**config.mk**
```make
export PLATFORM = sky130hd
export DESIGN_NAME = dma_engine
export DESIGN_NICKNAME = d
export VERILOG_FILES = /design/src/mm_pkg.sv /design/src/dma_engine.sv
export SDC_FILE = /design/constraint.sdc
export NUM_CORES = 1
export LEC_CHECK = 0
export BUFFER_PORTS_ARGS = -buffer_cell sky130_fd_sc_hd__buf_4
export CORE_AREA = 4 4 411 413
export CTS_BUF_LIST = sky130_fd_sc_hd__clkbuf_4 sky130_fd_sc_hd__clkbuf_8
export DETAILED_ROUTE_END_ITERATION = 8
export DIE_AREA = 0 0 415 417
export HOLD_SLACK_MARGIN = 0.06
export MAX_ROUTING_LAYER = met4
export PLACE_DENSITY = 0.34
export SYNTH_ARGS = -nofsm -noshare
export SYNTH_HDL_FRONTEND = slang
export SYNTH_SLANG_ARGS = --single-unit
```
**constraint.sdc**
```tcl
create_clock -name clk -period 7.8 [get_ports clk]
set_input_delay 0.39 -clock clk [delete_from_list [all_inputs] [get_ports clk]]
set_output_delay 0.39 -clock clk [all_outputs]
set_load 0.005 [all_outputs]
```
**src/mm_pkg.sv**
```systemverilog
//********************
// mm_pkg
// sizes, AXI field codes, data types and FSM
// encodings shared by the matrix-multiply accelerator
//********************
package mm_pkg;

    // matrix and buffer geometry
    localparam int MAT_N  = 4;
    localparam int DATA_W = 32;
    localparam int ROW_W  = 128;
    localparam int BUF_AW = 2;
    localparam int BEATS  = 16;
    localparam int ADDR_W = 32;

    // one 16-beat INCR burst of 4-byte words per matrix
    localparam logic [7:0] AXI_LEN  = 8'd15;
    localparam logic [2:0] AXI_SIZE = 3'd2;
    localparam logic [1:0] AXI_INCR = 2'd1;
    localparam logic [3:0] ID_A     = 4'd0;
    localparam logic [3:0] ID_B     = 4'd1;

    typedef logic [DATA_W-1:0] word_t;
    // column 0 sits in the top 32 bits
    typedef logic [ROW_W-1:0]  row_t;
    typedef logic [ADDR_W-1:0] addr_t;

    typedef enum logic [2:0] {
        DMA_IDLE,
        DMA_ADDR_A,
        DMA_ADDR_B,
        DMA_LOAD,
        DMA_RUN_MM,
        DMA_ADDR_C,
        DMA_WRITE_C,
        DMA_WAIT_B
    } dma_state_e;

    typedef enum logic [1:0] {
        MM_IDLE,
        MM_FETCH,
        MM_MAC,
        MM_FINISH
    } mm_state_e;

endpackage

```
**src/dma_engine.sv**
```systemverilog
`timescale 1ns/1ps
//********************
// dma_engine
// loads A and B into the row buffers over AXI reads,
// starts the multiply, then writes C back in one burst
//********************
module dma_engine import mm_pkg::*; (
    input  logic                clk,
    input  logic                rst_n,
    // run configuration
    input  addr_t               mat_a_addr_i,
    input  addr_t               mat_b_addr_i,
    input  addr_t               mat_c_addr_i,
    input  logic                start_i,
    output logic                done_o,
    // AR channel
    output logic                arvalid_o,
    output logic [3:0]          arid_o,
    output addr_t               araddr_o,
    output logic [7:0]          arlen_o,
    output logic [2:0]          arsize_o,
    output logic [1:0]          arburst_o,
    input  logic                arready_i,
    // R channel
    input  logic                rvalid_i,
    input  logic [3:0]          rid_i,
    input  word_t               rdata_i,
    input  logic                rlast_i,
    output logic                rready_o,
    // AW channel
    output logic                awvalid_o,
    output addr_t               awaddr_o,
    output logic [7:0]          awlen_o,
    output logic [2:0]          awsize_o,
    output logic [1:0]          awburst_o,
    input  logic                awready_i,
    // W channel
    output logic                wvalid_o,
    output word_t               wdata_o,
    output logic [DATA_W/8-1:0] wstrb_o,
    output logic                wlast_o,
    input  logic                wready_i,
    // B channel, response code is not acted on
    input  logic                bvalid_i,
    input  logic [1:0]          bresp_i,
    output logic                bready_o,
    // row buffer write ports
    output logic                buf_a_we_o,
    output logic [BUF_AW-1:0]   buf_a_waddr_o,
    output row_t                buf_a_wdata_o,
    output logic                buf_b_we_o,
    output logic [BUF_AW-1:0]   buf_b_waddr_o,
    output row_t                buf_b_wdata_o,
    // multiply engine handshake
    output logic                mm_start_o,
    input  logic                mm_done_i,
    input  word_t [BEATS-1:0]   accum_i
);

    dma_state_e state_q, state_d;

    // run addresses, latched at start
    addr_t addr_a_q;
    addr_t addr_b_q;
    addr_t addr_c_q;

    // per-id read side, index 0 is A and 1 is B
    row_t              pack_q  [2];
    logic [1:0]        beat_q  [2];
    logic [BUF_AW-1:0] waddr_q [2];
    logic [1:0]        we_q;
    logic [1:0]        last_q;
    logic [1:0]        hit;

    logic [$clog2(BEATS)-1:0] wcnt_q;
    logic                     w_fire;
    logic                     run_start;
    logic                     load_done;

    assign hit[0]    = rvalid_i && rready_o && (rid_i == ID_A);
    assign hit[1]    = rvalid_i && rready_o && (rid_i == ID_B);
    assign w_fire    = wvalid_o && wready_i;
    assign run_start = (state_q == DMA_IDLE) && start_i;
    // both bursts seen their last beat, final row strobe is in flight
    assign load_done = (state_q == DMA_LOAD) && (&last_q);

    always_comb begin
        state_d = state_q;
        case (state_q)
            DMA_IDLE:    if (start_i)   state_d = DMA_ADDR_A;
            DMA_ADDR_A:  if (arready_i) state_d = DMA_ADDR_B;
            DMA_ADDR_B:  if (arready_i) state_d = DMA_LOAD;
            DMA_LOAD:    if (load_done) state_d = DMA_RUN_MM;
            DMA_RUN_MM:  if (mm_done_i) state_d = DMA_ADDR_C;
            DMA_ADDR_C:  if (awready_i) state_d = DMA_WRITE_C;
            DMA_WRITE_C: begin
                if (w_fire && (wcnt_q == BEATS - 1)) begin
                    state_d = DMA_WAIT_B;
                end
            end
            DMA_WAIT_B:  if (bvalid_i)  state_d = DMA_IDLE;
            default:     state_d = DMA_IDLE;
        endcase
    end

    always_ff @(posedge clk) begin
        if (!rst_n) begin
            state_q    <= DMA_IDLE;
            we_q       <= '0;
            last_q     <= '0;
            wcnt_q     <= '0;
            mm_start_o <= 1'b0;
            done_o     <= 1'b0;
            for (int b = 0; b < 2; b++) begin
                beat_q[b]  <= '0;
                waddr_q[b] <= '0;
            end
        end else begin
            state_q    <= state_d;
            mm_start_o <= load_done;
            done_o     <= (state_q == DMA_WAIT_B) && bvalid_i;
            if (run_start) begin
                last_q <= '0;
                wcnt_q <= '0;
                for (int b = 0; b < 2; b++) begin
                    beat_q[b]  <= '0;
                    waddr_q[b] <= '0;
                end
            end
            for (int b = 0; b < 2; b++) begin
                // row strobe follows the fourth beat
                we_q[b] <= hit[b] && (beat_q[b] == 2'd3);
                if (hit[b]) begin
                    beat_q[b] <= beat_q[b] + 2'd1;
                    if (rlast_i) begin
                        last_q[b] <= 1'b1;
                    end
                end
                if (we_q[b]) begin
                    waddr_q[b] <= waddr_q[b] + 1'b1;
                end
            end
            if (w_fire) begin
                wcnt_q <= wcnt_q + 1'b1;
            end
        end
    end

    always_ff @(posedge clk) begin
        if (run_start) begin
            addr_a_q <= mat_a_addr_i;
            addr_b_q <= mat_b_addr_i;
            addr_c_q <= mat_c_addr_i;
        end
        // first beat of a row ends up in the top lane
        for (int b = 0; b < 2; b++) begin
            if (hit[b]) begin
                pack_q[b] <= {pack_q[b][ROW_W-DATA_W-1:0], rdata_i};
            end
        end
    end

    // read address, A first then B
    assign arvalid_o = (state_q == DMA_ADDR_A) || (state_q == DMA_ADDR_B);
    assign arid_o    = (state_q == DMA_ADDR_B) ? ID_B : ID_A;
    assign araddr_o  = (state_q == DMA_ADDR_B) ? addr_b_q : addr_a_q;
    assign arlen_o   = AXI_LEN;
    assign arsize_o  = AXI_SIZE;
    assign arburst_o = AXI_INCR;
    assign rready_o  = (state_q == DMA_LOAD);

    // C write-back, row-major
    assign awvalid_o = (state_q == DMA_ADDR_C);
    assign awaddr_o  = addr_c_q;
    assign awlen_o   = AXI_LEN;
    assign awsize_o  = AXI_SIZE;
    assign awburst_o = AXI_INCR;
    assign wvalid_o  = (state_q == DMA_WRITE_C);
    assign wdata_o   = accum_i[wcnt_q];
    assign wstrb_o   = '1;
    assign wlast_o   = (state_q == DMA_WRITE_C) && (wcnt_q == BEATS - 1);
    assign bready_o  = (state_q == DMA_WAIT_B);

    assign buf_a_we_o    = we_q[0];
    assign buf_a_waddr_o = waddr_q[0];
    assign buf_a_wdata_o = pack_q[0];
    assign buf_b_we_o    = we_q[1];
    assign buf_b_waddr_o = waddr_q[1];
    assign buf_b_wdata_o = pack_q[1];

endmodule

```
# Word-level counts from Yosys, hierarchy flattened
# Memories as Yosys holds them, arrays and structs flattened.
# Cells that the tools add are included.
# Widths: inputs -> output; s select.
# op_classes
add_sub_neg,5
n_bitwise,8
magnitude_cmp,1
n_mux,49
eq_ne,19
n_reduce_logical,18
# ops
op,n
$bmux 32 s4,1
$mux 128,1
$reduce_or 128->1,1
$mux 32,2
$mux 1,25
$mux 3,8
$pmux 3 s8,1
$mux 2,9
$eq 3x3->1 const B,4
$logic_and 1x1->1,11
$ne 2x2->1 const B,5
$add 2x1->2 const B,4
$mux 4,2
$or 1x1->1,8
$reduce_and 8->1,1
$eq 3x2->1 const B,2
$ne 2x1->1 const B,3
$lt 4x5->1 const B,1
$add 4x1->4 const B,1
$eq 2x2->1 const B,2
$eq 4x1->1 const B,1
$eq 4x4->1 const B,1
$logic_not 4->1,1
$eq 3x1->1 const B,1
4 further kinds,4
# totals
ram_bits,264
elab_cells,112
output_inout_bits,400
n_memories,3
reg_bits,109
# mem_list
memory,depth,word_bits,read_ports,rd_clocked_by_memory_dff,write_ports,line_no,source
pack_q,2,128,2,0,1,dma_engine.sv:68,row_t pack_q [2];
beat_q,2,2,2,0,2,dma_engine.sv:69,logic [1:0] beat_q [2];
waddr_q,2,2,2,0,2,dma_engine.sv:70,logic [BUF_AW-1:0] waddr_q [2];

# Longest topological paths before layout
# logic_depth
word_depth,7
mapped_depth,7
mapped_depth_nobuf,4

# Worst setup path after synthesis
# No wires, ideal clock.
# synth_path
kind,register -> register
start,reg state_q[0]
end,"mem beat_q[0][0], enable pin"
stages_incl_launch_ff,5
path_buffers,1
required_time_ps,7466
arrival_ps,6633
path_slack_ps,833
synth_period_minus_slack_ps,6967
setup_time_ps,334
path_cell_list,dfxtp_1 clkbuf_1 nor4b_2 nor2_1 o21ai_0
# synth_rtl
item,line_no,source
from (decl),dma_engine.sv:60,"dma_state_e state_q, state_d;"
from (signal assigned),dma_engine.sv:119,state_q <= state_d;
to (decl),dma_engine.sv:69,

# Worst setup path after layout
# layout_path
start,reg wcnt_q[0]
end,out wdata_o[28]
# layout_between
elab_chain_cells,2
# layout_lines
item,line_no,source
from (decl),dma_engine.sv:75,logic [$clog2(BEATS)-1:0] wcnt_q;
from (signal assigned),dma_engine.sv:144,wcnt_q <= wcnt_q + 1'b1;
$bmux 32 s4,dma_engine.sv:179,assign wdata_o = accum_i[wcnt_q];
$mux 32 (not written as such),dma_engine.sv:179,
to (decl),dma_engine.sv:39,"output word_t wdata_o,"
# No other way between the ends. The select of a mux whose other input is x is not followed.

==> report_table.html <==
<table>
<tr><th>Metric</th><th>Value</th></tr>
<tr><th colspan="2">Pwr</th></tr>
<tr><td>Net switching fraction of the power</td><td>0.2518</td></tr>
<tr><td>Part of the power in registers</td><td>0.458</td></tr>
<tr><td>Leakage</td><td>~11 nW</td></tr>
<tr><td>Power spent charging and discharging nets</td><td>1.319 mW</td></tr>
<tr><td>Combinational fraction of design power</td><td>0.171</td></tr>
<tr><td>Cell Int Power</td><td>3.919 mW</td></tr>
<tr><td>Max VDD drop</td><td>about 0.11 mV</td></tr>
<tr><td>Power density over cell area</td><td>180.8 nW/µm²</td></tr>
<tr><td>Overall power consumption</td><td>5.238 mW</td></tr>
<tr><td>Power share of the clock group</td><td>0.370</td></tr>
<tr><th colspan="2">Min path</th></tr>
<tr><td>Worst hold path type</td><td>input port to register</td></tr>
<tr><th colspan="2">Detailed routing</th></tr>
<tr><td>DR iter-0 viols</td><td>between 600 and 700</td></tr>
<tr><td>Vias per Instance</td><td>around 3.1</td></tr>
<tr><td>Remaining antenna violation count</td><td>0</td></tr>
<tr><td>Number of detailed-route iterations in the first pass</td><td>4</td></tr>
<tr><td>Overall via count from detail_route</td><td>between 10,000 and 15,000</td></tr>
<tr><td>Total wirelength of the detailed-routed design</td><td>95,160 µm</td></tr>
<tr><td>Average routed wire per standard cell</td><td>between 20 and 25 µm</td></tr>
<tr><td>Remaining design rule violation count</td><td>0</td></tr>
<tr><th colspan="2">STA</th></tr>
<tr><td>Unrepaired setup endpoints after global routing</td><td>false</td></tr>
<tr><td>Total count of hold-check failures in the final report</td><td>0</td></tr>
<tr><td>Peak clock frequency supported by timing</td><td>261.7 MHz</td></tr>
<tr><td>Actual transition at the worst max-transition pin</td><td>1.046 ns</td></tr>
<tr><td>Final Hold Slack</td><td>0.2585 ns</td></tr>
<tr><td>Sum Neg Setup Slack</td><td>0 ns</td></tr>
<tr><td>Skew final</td><td>0.03959 ns</td></tr>
<tr><td>Setup violations, final</td><td>0</td></tr>
<tr><td>Max transition margin</td><td>0.3025</td></tr>
<tr><td>Min Tclk post-route</td><td>3.821 ns</td></tr>
<tr><td>Final period utilization</td><td>0.4899</td></tr>
<tr><td>Final number of max-transition violations</td><td>0</td></tr>
<tr><th colspan="2">CTS</th></tr>
<tr><td>CTS tree</td><td>built</td></tr>
<tr><td>Post-CTS Setup Bufs</td><td>0</td></tr>
<tr><td>CTS Root Buffer Type</td><td>sky130_fd_sc_hd__clkbuf_8</td></tr>
<tr><td>Post_cts resized</td><td>0</td></tr>
<tr><td>H-Tree Depth</td><td>3</td></tr>
<tr><td>Total clock buffers created by CTS</td><td>73</td></tr>
<tr><td>Clock transition at the registers of the reported paths</td><td>0.06 ns</td></tr>
<tr><td>Clk Latency, worst-skew pair</td><td>around 0.68 ns</td></tr>
<tr><td>Maximum root-to-sink buffer count</td><td>3</td></tr>
<tr><td>Hold buffer count at cts</td><td>134</td></tr>
<tr><td>Number of sinks handled by clock tree synthesis</td><td>373</td></tr>
<tr><th colspan="2">Global routing</th></tr>
<tr><td>Global-route wire length before repair</td><td>124,400 µm</td></tr>
<tr><td>Via count of the first global-routing pass</td><td>14,130</td></tr>
<tr><td>All-Layer GR Usage</td><td>0.1072</td></tr>
<tr><td>Overflow after GRT</td><td>0</td></tr>
<tr><td>Antenna violations before repair</td><td>33</td></tr>
<tr><td>Maximum number of pins on one net before global-route repair</td><td>118</td></tr>
<tr><th colspan="2">Placement</th></tr>
<tr><td>Port bufs</td><td>roughly 1,000</td></tr>
<tr><td>HPWL after DPL</td><td>between 70,000 and 80,000 µm</td></tr>
<tr><td>Routability-driven placement congestion ratio</td><td>0.8473</td></tr>
<tr><td>Total placed cells including tap cells</td><td>3,975</td></tr>
<tr><th colspan="2">Synth</th></tr>
<tr><td>Leading cell types by total area after synthesis</td><td>sky130_fd_sc_hd__edfxtp_1 (68%), sky130_fd_sc_hd__mux4_2 (18%), sky130_fd_sc_hd__a22oi_1 (3.0%)</td></tr>
<tr><td>Number of standard cells after synthesis</td><td>roughly 810</td></tr>
<tr><td>Distinct cell type count after synthesis</td><td>40</td></tr>
<tr><td>Commonest register cell after synthesis</td><td>sky130_fd_sc_hd__edfxtp_1</td></tr>
<tr><td>XOR/XNOR share of the synthesized area</td><td>0.001641</td></tr>
<tr><td>EDFF count, synth</td><td>360</td></tr>
<tr><td>Leading cell type by number of instances after synthesis</td><td>sky130_fd_sc_hd__edfxtp_1</td></tr>
<tr><td>Share of synthesized flip-flops with an asynchronous set or reset</td><td>0</td></tr>
<tr><td>Area share of fa/ha/maj cells after synthesis</td><td>0.002344</td></tr>
<tr><td>Post-synthesis register bit count</td><td>~370</td></tr>
<tr><td>Most common library cells after synthesis</td><td>sky130_fd_sc_hd__edfxtp_1 (360), sky130_fd_sc_hd__mux4_2 (128), sky130_fd_sc_hd__a22oi_1 (64)</td></tr>
<tr><td>Synth warnings</td><td>0</td></tr>
<tr><td>Main combinational cell family by area after synthesis</td><td>multiplexers</td></tr>
<tr><td>Area share of the largest cell type after synthesis</td><td>0.6751</td></tr>
<tr><td>Cell type with the highest aggregate area in the netlist</td><td>sky130_fd_sc_hd__edfxtp_1</td></tr>
<tr><td>Sequential cell area fraction in the yosys report</td><td>0.6914</td></tr>
<tr><td>Fraction of the mapped netlist area in simple logic gates</td><td>0.02977</td></tr>
<tr><td>Average instance area after synthesis</td><td>19.82 µm²</td></tr>
<tr><td>Area fraction in compound gates after synthesis</td><td>0.03704</td></tr>
<tr><td>Cell area after synthesis</td><td>16,010 µm²</td></tr>
<tr><td>Multiplexer share of the synthesized area</td><td>0.2038</td></tr>
<tr><th colspan="2">Worst setup path</th></tr>
<tr><td>Worst-case register-to-register setup slack</td><td>a little under 5 ns</td></tr>
<tr><td>Data arrival time of the worst path</td><td>3.43 ns</td></tr>
<tr><td>Data required time of the critical path</td><td>7.41 ns</td></tr>
<tr><td>WS Path Type</td><td>register to output pin</td></tr>
<tr><td>Largest fanout on the critical path</td><td>68</td></tr>
<tr><td>Critical path startpoint category</td><td>register</td></tr>
<tr><td>Crit-path slowest cell</td><td>sky130_fd_sc_hd__dfxtp_4</td></tr>
<tr><td>Largest stage delay on the critical path</td><td>roughly 0.7 ns</td></tr>
<tr><td>Cell Chain, Critical Path</td><td>buf_12 &gt; mux4_2 &gt; a22oi_1 &gt; nand2_1 &gt; buf_4</td></tr>
<tr><td>Sort of element at the end of the critical path</td><td>output pin</td></tr>
<tr><th colspan="2">Die</th></tr>
<tr><td>Chip Height</td><td>417 µm</td></tr>
<tr><td>Area inside the core boundary</td><td>164,800 µm²</td></tr>
<tr><td>Area of the die</td><td>173,100 µm²</td></tr>
<tr><td>I/O pins</td><td>around 1,100</td></tr>
<tr><td>Starting density of the core</td><td>0.09716</td></tr>
<tr><td>Count of standard-cell rows</td><td>149</td></tr>
<tr><td>Horizontal die dimension</td><td>415 µm</td></tr>
<tr><th colspan="2">Run status</th></tr>
<tr><td>Result of the run</td><td>finished, final reports clean</td></tr>
<tr><th colspan="2">Cells and area</th></tr>
<tr><td>Area growth from synthesis to layout</td><td>80.93%</td></tr>
<tr><td>Number of standard cells in the layout, taps in and fillers out</td><td>~4,300</td></tr>
<tr><td>Share of final-layout standard cells stronger than drive strength 1</td><td>0.6438</td></tr>
<tr><td>Fraction of the core area covered by cells at the end of the flow</td><td>0.1758</td></tr>
<tr><td>Post-layout nets</td><td>2,654</td></tr>
<tr><th colspan="2">Flow run</th></tr>
<tr><td>Maxcap violations</td><td>0</td></tr>
</table>
path summary, 6_finish.rpt:
path | startpoint | endpoint | cells past startpoint
setup reg to reg | state_q[0] | pack_q[0][120] | 4
hold reg to reg | pack_q[0][196] | pack_q[0][228] | 0
hold / removal | arready_i | state_q[0] | 5
setup / recovery | wcnt_q[0] | wdata_o[28] | 5
per-layer routing:
layer | share of wire | track usage | routed length [µm] | vias to the layer above
li1 | - | - | - | 5731
met1 | 0.37 | 0.1086 | 34810 | 6545
met2 | 0.53 | 0.1873 | 50360 | 625
met3 | 0.080 | 0.04517 | 7587 | 105
met4 | 0.025 | 0.03362 | 2394 | 0
met5 | 0 | - | 0 | -
power by group through the flow:
stage | Clock, mW | Sequential [mW] | Combinational (mW)
6_report | 1.94 | 2.40 | 0.897
5_1_grt | 2.15 | 2.41 | 0.958
4_1_cts | 2.07 | 2.40 | 0.928
3_5_place_dp | 0 | 2.44 | 0.863
3_3_place_gp | 0 | 2.44 | 0.865
2_1_floorplan | 0 | 2.44 | 0.287
final cells by class:
| class | count | area [µm²] |
|---|---|---|
| inverter | 2 | 7.507 |
| clock inverter | 24 | 186.4 |
| multi-input combinational | 377 | 4572 |
| tap | 2189 | 2739 |
| antenna | 20 | 50.05 |
| fill | 18190 | 135800 |
| sequential | 373 | 11080 |
| clock buffer | 97 | 1185 |
| timing repair buffer | 1168 | 9154 |
flip-flops by register name, indices dropped and copies added (netlist names):
| name | count |
|---|---|
| pack_q | 256 |
| addr_a_q | 32 |
| addr_b_q | 32 |
| awaddr_o | 32 |
| beat_q | 4 |
| waddr_q | 4 |
| wcnt_q | 4 |
| state_q | 3 |
| last_q | 2 |
| we_q | 2 |
| done_o | 1 |
| mm_start_o | 1 |
placed cells by master (no fill, tap or decap), types with 20 or more instances in the layout:
| master | Yosys | routed |
|---|---|---|
| sky130_fd_sc_hd__conb_1 | 2 | 33 |
| sky130_fd_sc_hd__nand2_1 | 42 | 42 |
| sky130_fd_sc_hd__clkbuf_8 | 0 | 73 |
| sky130_fd_sc_hd__mux4_2 | 128 | 128 |
| sky130_fd_sc_hd__a22oi_1 | 64 | 64 |
| sky130_fd_sc_hd__buf_4 | 35 | 1030 |
| sky130_fd_sc_hd__diode_2 | 0 | 20 |
| sky130_fd_sc_hd__clkbuf_4 | 0 | 24 |
| sky130_fd_sc_hd__edfxtp_1 | 360 | 360 |
| sky130_fd_sc_hd__dlygate4sd3_1 | 0 | 134 |
| sky130_fd_sc_hd__mux2_2 | 32 | 32 |
critical path: cells and delay by family, from the launching register on:
family	cells	cell delay [ns]
compound gates	1	0.46
flops	1	0.72
mux	1	0.65
buf+inv	2	0.66
simple gates	1	0.10
through the flow:
| step | area, µm² | worst slack, ns |
|---|---|---|
| 6_report | 28970 | 3.979 |
| 4_1_cts | 28920 | 3.602 |
| 3_3_place_gp | 26210 | 4.397 |
| 3_5_place_dp | 26210 | 4.434 |
| 2_1_floorplan | 16130 | 0.8329 |
| 5_1_grt | 28970 | 3.584 |
cell families (layout without fill, tap and decap cells):
logic type,count (synthesis),count (layout)
xor+xnor,3,3
mux,162,162
other cells,2,53
fa+ha+maj,3,3
flops,373,373
compound gates,81,81
buf+inv,89,1291
simple gates,95,95
No activity file was read; power rests on OpenSTA's default activity.
