==> src/mm_pkg.sv <==
//********************
// mm_pkg
// sizes, AXI field codes, data types and FSM
// encodings shared by the matrix-multiply accelerator
//********************
package mm_pkg;

    // matrix and buffer geometry
    localparam int MAT_N  = 4;
    localparam int DATA_W = 32;
    localparam int ROW_W  = 128;
    localparam int BUF_AW = 2;
    localparam int BEATS  = 16;
    localparam int ADDR_W = 32;

    // one 16-beat INCR burst of 4-byte words per matrix
    localparam logic [7:0] AXI_LEN  = 8'd15;
    localparam logic [2:0] AXI_SIZE = 3'd2;
    localparam logic [1:0] AXI_INCR = 2'd1;
    localparam logic [3:0] ID_A     = 4'd0;
    localparam logic [3:0] ID_B     = 4'd1;

    typedef logic [DATA_W-1:0] word_t;
    // column 0 sits in the top 32 bits
    typedef logic [ROW_W-1:0]  row_t;
    typedef logic [ADDR_W-1:0] addr_t;

    typedef enum logic [2:0] {
        DMA_IDLE,
        DMA_ADDR_A,
        DMA_ADDR_B,
        DMA_LOAD,
        DMA_RUN_MM,
        DMA_ADDR_C,
        DMA_WRITE_C,
        DMA_WAIT_B
    } dma_state_e;

    typedef enum logic [1:0] {
        MM_IDLE,
        MM_FETCH,
        MM_MAC,
        MM_FINISH
    } mm_state_e;

endpackage

==> src/mat_buffer.sv <==
`timescale 1ns/1ps
//********************
// mat_buffer
// four-row RAM, one write port, registered read
//********************
module mat_buffer import mm_pkg::*; (
    input  logic              clk,
    input  logic              we_i,
    input  logic [BUF_AW-1:0] waddr_i,
    input  row_t              wdata_i,
    input  logic [BUF_AW-1:0] raddr_i,
    output row_t              rdata_o
);

    row_t mem [0:(1<<BUF_AW)-1];

    // write side
    always_ff @(posedge clk) begin
        if (we_i) begin
            mem[waddr_i] <= wdata_i;
        end
    end

    // read data one cycle after the address
    always_ff @(posedge clk) begin
        rdata_o <= mem[raddr_i];
    end

endmodule

==> config.mk <==
export PLATFORM = sky130hd
export DESIGN_NAME = mat_buffer
export DESIGN_NICKNAME = d
export VERILOG_FILES = /design/src/mm_pkg.sv /design/src/mat_buffer.sv
export SDC_FILE = /design/constraint.sdc
export NUM_CORES = 1
export LEC_CHECK = 0
export ABC_AREA = 1
export BUFFER_PORTS_ARGS = -buffer_cell sky130_fd_sc_hd__buf_2
export CELL_PAD_IN_SITES_DETAIL_PLACEMENT = 1
export CELL_PAD_IN_SITES_GLOBAL_PLACEMENT = 1
export CORE_MARGIN = 2
export CORE_UTILIZATION = 45
export CTS_BUF_LIST = sky130_fd_sc_hd__clkbuf_8
export DETAILED_ROUTE_END_ITERATION = 7
export HOLD_SLACK_MARGIN = 0.03
export PLACE_DENSITY = 0.88
export SLEW_MARGIN = 20
export SYNTH_ARGS = -nofsm -noshare
export SYNTH_HDL_FRONTEND = slang
export SYNTH_SLANG_ARGS = --single-unit
==> constraint.sdc <==
create_clock -name clk -period 14.77 [get_ports clk]
set_clock_uncertainty 0.15 [all_clocks]
set_input_delay 2.954 -clock clk [delete_from_list [all_inputs] [get_ports clk]]
set_output_delay 2.954 -clock clk [all_outputs]
set_load 0.02 [all_outputs]
* Word-level counts from Yosys, hierarchy flattened
Memories as Yosys holds them, arrays and structs flattened. A register that Yosys moved wholly into a read port is not among the register bits.
Cells that the tools add are included.
** Cells by class
- $add $sub $neg :: 0
- $mul :: 0
- Div/mod/pow operators :: 0
- Order comparisons :: 0
- Eq/ne operators :: 0
- Shift operators :: 0
- Mux-type cells :: 2
- Bitwise gates (word level) :: 0
- Reduce and logical (&&, ||, !) cells :: 0
** Operator list (count)
- 2-to-1 mux 1 bit :: 2
** Word-level totals
- Register bits after elaboration :: 0
- Latch bits :: 0
- RAM bits :: 512
- ROM bits :: 0
- Input port bits :: 134
- Output and inout port bits :: 128
- Logic and storage cells :: 3
- Memories kept :: 1
** Memory list
- mem :: words 4, width 128, rd ports 1, clocked after memory_dff 1, wr ports 1, RTL line mat_buffer.sv:15 : row_t mem [0:(1<<BUF_AW)-1];

* Logic depth before layout (Yosys ltp)
Gate-level depths: netlist of run 1.
- Word-level depth :: 2
- Depth in mapped cells :: 7
- Mapped depth without buffers :: 4

* Least setup slack after synthesis of run 1
OpenSTA, ideal clock, no wires.
- Path type :: input to register
- Start point :: input waddr_i[1]
- End point :: memory mem[0][0] (netlist bit) (enable)
- Library setup time :: 774 ps
- Arrival time :: 11788 ps
- Required time :: 13846 ps
- Setup slack :: 2058 ps
- Stages :: 1
- Buffers on the path :: 0
- Cells stage by stage :: nor3_1
** RTL lines
- from (decl) :: RTL line mat_buffer.sv:9 : input logic [BUF_AW-1:0] waddr_i,
- to (decl) :: RTL line mat_buffer.sv:15
No word-level cell before the write port.

==> reports/metrics.yaml, run 1 <==
outcome:
  status: "complete, no violations"
layout:
  ff_latch_area_mm2: 0.01794
  syn_to_final_growth_pct: 15.63
  fin_cells: 3230
  fill_cells: 5749
  multi_input_area_mm2: 0.003724
  drive_gt1_share_pct: 16.49
  design_area_mm2: 0.02801
  nets: 2569
floorplanning:
  core_mm2: 0.05350
  start_util_pct: 45.28
  fp.dieW_um: 236
  die_h_um: 236
  num_rows: 85
  dieArea_mm2: 0.05570
  ioPinCount: 262
global_routing:
  gr-max-usage-layer: "met2"
  gr-total-overflow: 0
  grt_pass1_wl_um: 94680
  grt_max_degree: 182
  grt_use_met2_pct: 40.62
  grt_use_total_pct: 22.09
  antenna_found_initial: 14
  use_met3_pct: 4.810
  grtUsageMet1_pct: 25.10
  grt_pass1_vias: 17448
setup_path:
  arrival_ps: 5500
  critical_path_class: "in2reg"
  start_kind: "primary input"
  cp_max_fo: 125
  reg2reg_slack_ps: 13720
  worstPathRequired_ps: 15200
  endpoint_kind: "register"
cts:
  post-cts-setup-buffers: 0
  clock_latency_ps: 700
  clock_sinks: 640
  h-tree-depth: 3
  cts_buffers: 104
  cts-root-buf: "clkbuf_8"
  ctsHoldBuffers: 0
  cts_tree: "done"
  clkTransAtPathRegs_ps: 60
  clock_path_buffers: 3
  cts_resized: 0
drt:
  wl_um: 60750
  firstDrtPassIters: 5
  drcViolationCount: 0
  ant_nets: 0
  drt-initial-drc-count: 811
  vias: 15606
  via_per_inst: 4.832
  drt-wirelength-per-cell_um: 18.81
synth:
  synth_adder_area_share_pct: 0
  yosys.area_share.xor_xnor_pct: 0
  yosys.area_share.simple_pct: 15.29
  synthTopCellsByCount: "640 x nand2_1, 516 x inv_1, 512 x edfxtp_1"
  synth_top_family_by_area: "simple AND/OR/NAND/NOR gates"
  synthTopCellsByArea: "edfxtp_1 63%, dfxtp_1 11%, nand2_1 9.9%"
  muxShareOfSynthArea_pct: 0
  synth_cell_types: 10
  synth-compound-area-share_pct: 0
  postSynthAreaPerCell_um2: 11.31
  post-synth-top-count-cell: "nand2_1"
  yosysSeqAreaShare_pct: 74.06
  yosys_warnings: 0
  synth_area_mm2: 0.02422
  synth_area_leader_cell: "edfxtp_1"
  synth-seq-cells: 640
  synthesis.nets: 2276
  synthFlopType: "edfxtp_1"
  synth-async-reset-ratio_pct: 0
  synth_cells: 2142
  yosysTopAreaCellShare_pct: 63.48
  synth_edf_count: 512
power:
  leakage_nw: 13.04
  irDropWorstVdd_mv: 0.1004
  power_density_mw_per_mm2: 137.4
  total_power_mw: 3.847
sta:
  hold_violations: 0
  setup_viol: 0
  min_period_ps: 5064
  max_freq_mhz: 197.5
  worst_pin_slew_ps: 1032
  finalCritPeriodShare_pct: 34.28
  drv_slew: 0
  holdWs_ps: 384.7
  rsz0062_at_grt: "false"
  setup-tns-final_ps: 0
  relSlewSlack_pct: 31.17
placement:
  dpl.cell_count: 3024
  place.gp.congestion: 0.7515
  dpl_cell_area_mm2: 0.02592
  portBuffers: 261
  dpl.hpwl_um: 34040
min_path:
  hold_path.class: "reg2reg"
run:
  maxCapViolations: 0
==> routing by layer <==
| layer | wire [um] | vias up | part of all wire, % |
|---|---|---|---|
| met5 | 89 | - | 0.15 |
| li1 | - | 7304 | - |
| met2 | 32270 | 366 | 53 |
| met4 | 1460 | 14 | 2.4 |
| met3 | 3079 | 110 | 5.1 |
| met1 | 23860 | 7812 | 39 |
==> registers in the layout, summed over array words and instances, names as in the netlist <==
register,count
rdata_o,128
mem,512
==> placed cells by master (no fill, tap or decap), types with 4 or more instances in the layout <==
master	instances
buf_12	4
buf_2	259
buf_4	6
clkbuf_8	128
clkinv_1	8
clkinv_2	7
clkinvlp_4	4
dfxtp_1	128
diode_2	12
edfxtp_1	512
inv_1	562
nand2_1	640
nand3_1	256
nor3_2	4
==> logic make-up (layout without fill, tap and decap cells) <==
group,Yosys count,after routing
other,0,12
buffers and inverters,602,982
DFF,640,640
and+or+nand+nor,900,900
==> where the power goes <==
part,switching [mW],internal (mW)
Sequential,0.0353,2.06
Clock,0.697,0.773
Combinational,0.204,0.0810
==> final cells by class <==
cell class	instances	share of cell area, %
sequential	640	64.05
inverter	517	6.965
multi-input combinational	900	13.30
clock buffer	127	6.241
tap	696	3.110
antenna	12	0.1072
timing repair buffer	272	5.263
clock inverter	66	0.9695
==> through the flow <==
stage	setup slack (ps)	util (%)
after floorplan	2058	-
after detailed placement	9062	48.46
final	9706	52.35
after CTS	9828	52.24
after global routing	9605	52.32
after global placement	9273	48.46
==> critical path: stages <==
cell and delay [ps]:
clkbuf_8 310, inv_8 390, buf_16 400, buf_4 770, nand2_1 180, nand3_1 140, nand2_1 80
==> worst paths after layout <==
path | start | to | depth (start not counted)
hold / removal | mem[0][0] | rdata_o[0] | 4
setup / recovery | raddr_i[0] | rdata_o[94] | 7
hold reg to reg | mem[0][0] | rdata_o[0] | 4
setup reg to reg | mem[1][90] | rdata_o[90] | 4
Note: power is estimated with default switching activity, not from simulation.
==> run 2, diff against run 1 <==
Clock period 14.77 ns to 4.7 ns, I/O delays scaled along.
==> run 2 against run 1 <==
  * Combinational power grew to 3.2 times the previous value
  * Worst setup slack lost 7400 ps
  * Routed wire length is 3.0% higher
  * Largest cell class unchanged
  * Die area unchanged
  * Utilization is 0.40 points higher
  * Via count up 1.1%
  * Final cell count is 0.31% higher
  * Critical path depth is 1 lower
  * Hold slack worse by 78 ps
  * Sequential share of layout area fell by 0.49 points
==> reports/metrics.yaml, run 2 (synthesis gave the netlist of run 1 again) <==
outcome:
  status: "complete, no violations"
drt:
  drt-wirelength-per-cell_um: 19.32  # +2.7%
  ant_nets: 0  # unchanged
  drt-initial-drc-count: 795  # -2.0%
  vias: 15778  # +1.1%
  firstDrtPassIters: 4  # -1
  drcViolationCount: 0  # unchanged
  via_per_inst: 4.870  # +0.79%
  wl_um: 62590  # +3.0%
power:
  p_switching_mw: 2.982  # +220%
  power_density_mw_per_mm2: 438.2  # +220%
  clockPowerShare_pct: 39.4  # +1.2 points
  irDropWorstVdd_mv: 0.3956  # +290%
  combPwrFrac_pct: 7.4  # about the same
  intPower_mw: 9.384  # +220%
  leakage_nw: 13.10  # +0.45%
  p_sw_share_pct: 24.11  # -0.21 points
  sequentialPowerShare_pct: 53.2  # -1.2 points
layout:
  largest_register_ff_count: 512  # unchanged
  final_core_util_pct: 52.75  # +0.40 points
  syn_to_final_growth_pct: 16.51
  final_common_cell: "nand2_1"
  layout_common_cells: "640 x nand2_1, 546 x inv_1, 512 x edfxtp_1"
  reg_top3: "mem x512, rdata_o x128"
  top_register: "mem"
  multi_input_area_mm2: 0.003749  # +0.67%
  ff_latch_area_mm2: 0.01794  # unchanged
  fill_cells: 5770  # +0.37%
  nets: 2576  # +0.27%
  drive_gt1_share_pct: 17.22  # +0.73 points
setup_path:
  critical_path.top_delay_family: "buffers and inverters"
  cp_max_fo: 135  # +8.0%
  r2r_start: "mem[1][37]"
  arrival_ps: 2820  # -2680 ps
  worstRegToRegCells: 4  # unchanged
  crit_path_frequent_cell: "nand2_1"
  endpoint_kind: "register"
  cp_cell_sequence: "clkbuf_8 > inv_8 > buf_4 > nand2_1 > nand3_1 > nand2_1"
  slowest_stage: "inv_8"
  start_kind: "primary input"
  worstPathRequired_ps: 5110  # -10090 ps
  critical_path_class: "in2reg"
  max_stage_delay_ps: 620  # -150 ps
  reg2reg_slack_ps: 3650  # -10070 ps
  r2r_end: "rdata_o[37]"
  crit_buf_inv: 3  # -1
global_routing:
  grt_use_total_pct: 22.74  # +0.64 points
  grt_pass1_vias: 17899  # +2.6%
  grt_max_degree: 136  # -25%
  antenna_found_initial: 26  # +12
  grt_pass1_wl_um: 96870  # +2.3%
  gr-total-overflow: 0  # unchanged
placement:
  dpl.hpwl_um: 35780  # +5.1%
  place.gp.congestion: 0.7362  # -2.0%
  portBuffers: 261  # unchanged
cts:
  clock_latency_ps: 700  # about the same
  clkTransAtPathRegs_ps: 70  # about the same
  cts_buffers: 104  # unchanged
  cts_tree: "done"
  cts_resized: 0  # unchanged
  clock_path_buffers: 3  # unchanged
  post-cts-setup-buffers: 0  # unchanged
  cts-root-buf: "clkbuf_8"
  clock_sinks: 640  # unchanged
  ctsHoldBuffers: 0  # unchanged
  h-tree-depth: 3  # unchanged
min_path:
  hold_start: "wdata_i[25]"
  hold_path.class: "in2reg"
  hold_end: "mem[0][25]"
  worstHoldPathCells: 1  # -3
sta:
  relSlewSlack_pct: 32.50  # +1.3 points
  max_freq_mhz: 414.1
  drv_slew: 0  # unchanged
  hold_violations: 0  # unchanged
  worst_pin_slew_ps: 1012  # -20.00 ps
  setup-tns-final_ps: 0  # unchanged
  min_period_ps: 2415
  rsz0062_at_grt: "false"
  finalCritPeriodShare_pct: 51.38
  setup_viol: 0  # unchanged
floorplanning:
  die_h_um: 236  # unchanged
  core_mm2: 0.05350  # unchanged
  start_util_pct: 45.28  # unchanged
  dieArea_mm2: 0.05570  # unchanged
  fp.dieW_um: 236  # unchanged
  num_rows: 85  # unchanged
  ioPinCount: 262  # unchanged
run:
  maxCapViolations: 0  # unchanged
run 2: cell types whose count changed in the layout (fill, tap and decap cells not counted), sizes merged:
cell / change
diode: +6
clkinv: +9
clkinvlp: -1
buf: +7
inv: -15
bufinv: +4
run 2: final cells by class:
class	instances	area share, %
Sequential cell	640	63.56
Timing Repair Buffer	279	5.458
Antenna cell	18	0.1596
Multi-Input combinational cell	900	13.28
Clock inverter	63	1.343
Tap cell	696	3.086
Clock buffer	127	6.194
Inverter	517	6.912
run 2: worst max-delay path by stage:
stage	from	cells past startpoint	end
5_1_grt	raddr_i[0]	6	rdata_o[95]
4_1_cts	rdata_o[17]	1	rdata_o[17]
3_3_place_gp	raddr_i[0]	6	rdata_o[77]
2_1_floorplan	waddr_i[0]	2	mem[1][0]
3_5_place_dp	raddr_i[0]	6	rdata_o[95]
6_report	raddr_i[0]	6	rdata_o[95]
run 2: through the flow:
stage	setup slack (ps)	std cells	total power [mW]	area [um2]	hold WS, ps
finish	2285	3240	12.37	28220	306.5
global placement	1738	3032	7.504	26050	357.5
detailed placement	1635	3032	7.599	26050	379.4
CTS	2294	3222	12.50	28170	234.3
floorplan	-1956	2142	7.217	24240	348.9
global route	2226	3238	12.85	28210	250.7
run 2: per-layer routing:
metal,wire length [um],track usage [%],vias to the layer above
met5,114,0,-
li1,-,-,7317
met3,3786,5.980,151
met2,33300,41.43,468
met1,23370,24.41,7824
met4,2016,10.98,18
run 2: worst reg2reg max path, stage by stage (launching register included):
cell and delay [ps]:
edfxtp_1 380, inv_1 70, nand2_1 60, nand3_1 140, nand2_1 110
run 2: power by group through the flow:
stage	sequential, mW	clock, mW	combinational, mW
2_1_floorplan	6.80	0	0.412
3_3_place_gp	6.66	0	0.844
3_5_place_dp	6.69	0	0.913
4_1_cts	6.57	5.00	0.932
5_1_grt	6.59	5.24	1.01
6_report	6.57	4.87	0.919
==> run 3, diff against run 2 <==
Settings changed: CORE_UTILIZATION 45 to 44, PLACE_DENSITY 0.88 to 0.89.
Clock period 4.7 ns to 2.05 ns, I/O delays scaled along.
==> run 3 against run 2 <==
  * Final cell count increased by 4.7%
  * Sequential cell count unchanged
  * Die area increased by 2.2%
  * Sequential power increased by 130%
  * Sequential share of layout area decreased by 4.0 points
  * Combinational power increased to 2.7 times the previous value
  * Global-route usage increased by 2.6 points
  * Worst setup slack got worse by 2100 ps
  * Clock power increased by 140%
  * Non-clock buffer count increased by 159
  * Cell area increased by 6.6%
  * Largest power group unchanged
  * Highest routed layer unchanged
==> reports/metrics.yaml, run 3 (synthesis gave the netlist of run 1 again) <==
cts:
  clock_path_buffers: 3  # unchanged
  cts_tree: "done"
  clock_sinks: 640  # unchanged
  h-tree-depth: 3  # unchanged
  clkTransAtPathRegs_ps: 60  # about the same
  cts-root-buf: "clkbuf_8"
  cts_buffers: 105  # +0.96%
  clock_latency_ps: 710  # about the same
min_path:
  hold_start: "waddr_i[1]"
  hold_path.class: "in2reg"
sta:
  hold_violations: 0  # unchanged
  worst_pin_slew_ps: 527.8  # -484.7 ps
  max_freq_mhz: 530.6
  rsz0062_at_grt: "false"
  relSlewSlack_pct: 64.81  # +32 points
  min_period_ps: 1885
  finalCritPeriodShare_pct: 91.93
  setup_viol: 0  # unchanged
  drv_slew: 0  # unchanged
run:
  maxCapViolations: 0  # unchanged
drt:
  wl_um: 71010  # +13%
  vias: 16683  # +5.7%
  drcViolationCount: 0  # unchanged
  drt-initial-drc-count: 1087  # +37%
  firstDrtPassIters: 5  # +1
  ant_nets: 0  # unchanged
  via_per_inst: 4.918  # +1.0%
  drt-wirelength-per-cell_um: 20.93  # +8.4%
power:
  sequentialPowerShare_pct: 51.8  # -1.4 points
  total_power_mw: 29.17  # +140%
  p_sw_share_pct: 25.46  # +1.3 points
  leakage_nw: 13.94  # +6.4%
  power_density_mw_per_mm2: 969.3  # +120%
  intPower_mw: 21.74  # +130%
  clockPowerShare_pct: 39.6  # +0.2 points
  combPwrFrac_pct: 8.6  # +1.2 points
  irDropWorstVdd_mv: 0.9996  # +150%
  p_switching_mw: 7.425  # +150%
setup_path:
  cp_cell_sequence: "buf_2"
  slowest_stage: "dfxtp_1"
  arrival_ps: 1320  # -1500 ps
  max_stage_delay_ps: 410  # -210 ps
  cp_max_fo: 1  # -99%
  worstPathRequired_ps: 1490  # -3620 ps
  crit_buf_inv: 1  # -2
  crit_path_start: "rdata_o[4]"
  critical_path.top_delay_family: "flip-flops"
  r2r_start: "mem[3][110]"
  start_kind: "register"
  endpoint_kind: "output port"
  critical_path_class: "reg2out"
floorplanning:
  start_util_pct: 44.74  # -0.53 points
  dieArea_mm2: 0.05694  # +2.2%
  ioPinCount: 262  # unchanged
  die_h_um: 238.6  # +1.1%
  fp.dieW_um: 238.6  # +1.1%
  num_rows: 85  # unchanged
  core_mm2: 0.05413  # +1.2%
layout:
  drive_gt1_share_pct: 17.11  # -0.11 points
  largest_register_ff_count: 512  # unchanged
  nets: 2736  # +6.2%
  fin_cells: 3392  # +4.7%
  final_common_cell: "nand2_1"
  syn_to_final_growth_pct: 24.25
  fill_cells: 5716  # -0.94%
  ff_latch_area_mm2: 0.01794  # unchanged
  reg_top3: "mem x512, rdata_o x128"
  multi_input_area_mm2: 0.003749  # unchanged
  layout_common_cells: "640 x nand2_1, 556 x inv_1, 512 x edfxtp_1"
  top_register: "mem"
global_routing:
  gr-total-overflow: 0  # unchanged
  grt_use_total_pct: 25.35  # +2.6 points
  grt_pass1_wl_um: 108700  # +12%
  grt_max_degree: 104  # -24%
  grt_pass1_vias: 19026  # +6.3%
  antenna_found_initial: 3  # -88%
placement:
  dpl.hpwl_um: 41280  # +15%
  dpl.cell_count: 3061  # +0.96%
  portBuffers: 261  # unchanged
  place.gp.congestion: 0.7492  # +1.8%
outcome:
  status: "complete, no violations"
-- run 3: cell types whose count changed in the layout (fill, tap and decap cells not counted) --
cell / change
clkbuf_8: -5
inv_1: +10
clkinv_1: +2
diode_2: -16
inv_6: +2
clkinvlp_4: +1
clkinv_2: -2
dlygate4sd3_1: +130
buf_12: +30
buf_4: -1
bufinv_16: +1
-- run 3: worst paths after layout --
kind / endpoint / slack, ps / depth (start not counted)
hold reg to reg: rdata_o[4] / 390 / 4
setup / recovery: rdata_o[4] / 170 / 1
setup reg to reg: rdata_o[110] / 960 / 4
hold / removal: mem[1][126] / 110 / 3
-- run 3: area by class of cell --
class,count,share of cell area (%)
clock buffer,122,5.579
tap,696,2.894
clock inverter,77,1.559
inverter,517,6.482
timing repair buffer,438,11.41
multi-input combinational,900,12.46
antenna,2,0.01663
sequential,640,59.60
-- run 3: stage by stage --
stage | instance area, um2 | TNS (ps) | setup slack (ps) | utilization (%) | hold WS, ps
after floorplan | 24270 | -1093690 | -2136 | - | 348.9
after global placement | 26640 | 0 | 112.2 | 49.21 | 363.3
after detailed placement | 26640 | 0 | 150.4 | 49.21 | 380.9
after CTS | 30090 | 0 | 93.18 | 55.59 | 60.48
after global routing | 30100 | 0 | 70.81 | 55.59 | 81.41
final | 30100 | 0 | 165.4 | 55.59 | 112.6
-- run 3: layer usage --
layer | global-route usage (%) | share of wire [%] | routed length (um)
met1 | 27.29 | 36 | 25890
met2 | 47.57 | 54 | 38380
met3 | 5.058 | 5.6 | 4008
met4 | 11.63 | 3.8 | 2713
met5 | 0 | 0.017 | 12
-- run 3: power by group through the flow --
| stage | logic, mW | clock network (mW) | registers, mW |
|---|---|---|---|
| 2_1_floorplan | 0.949 | 0 | 15.6 |
| 3_3_place_gp | 2.07 | 0 | 15.3 |
| 3_5_place_dp | 2.23 | 0 | 15.4 |
| 4_1_cts | 2.47 | 11.5 | 15.1 |
| 5_1_grt | 2.72 | 12.3 | 15.2 |
| 6_report | 2.50 | 11.6 | 15.1 |
-- run 3: timing repair --
item,CTS,global route
buffers inserted,0,0
hold endpoints to repair,524,0
hold buffers,130,0
resized for setup,0,0
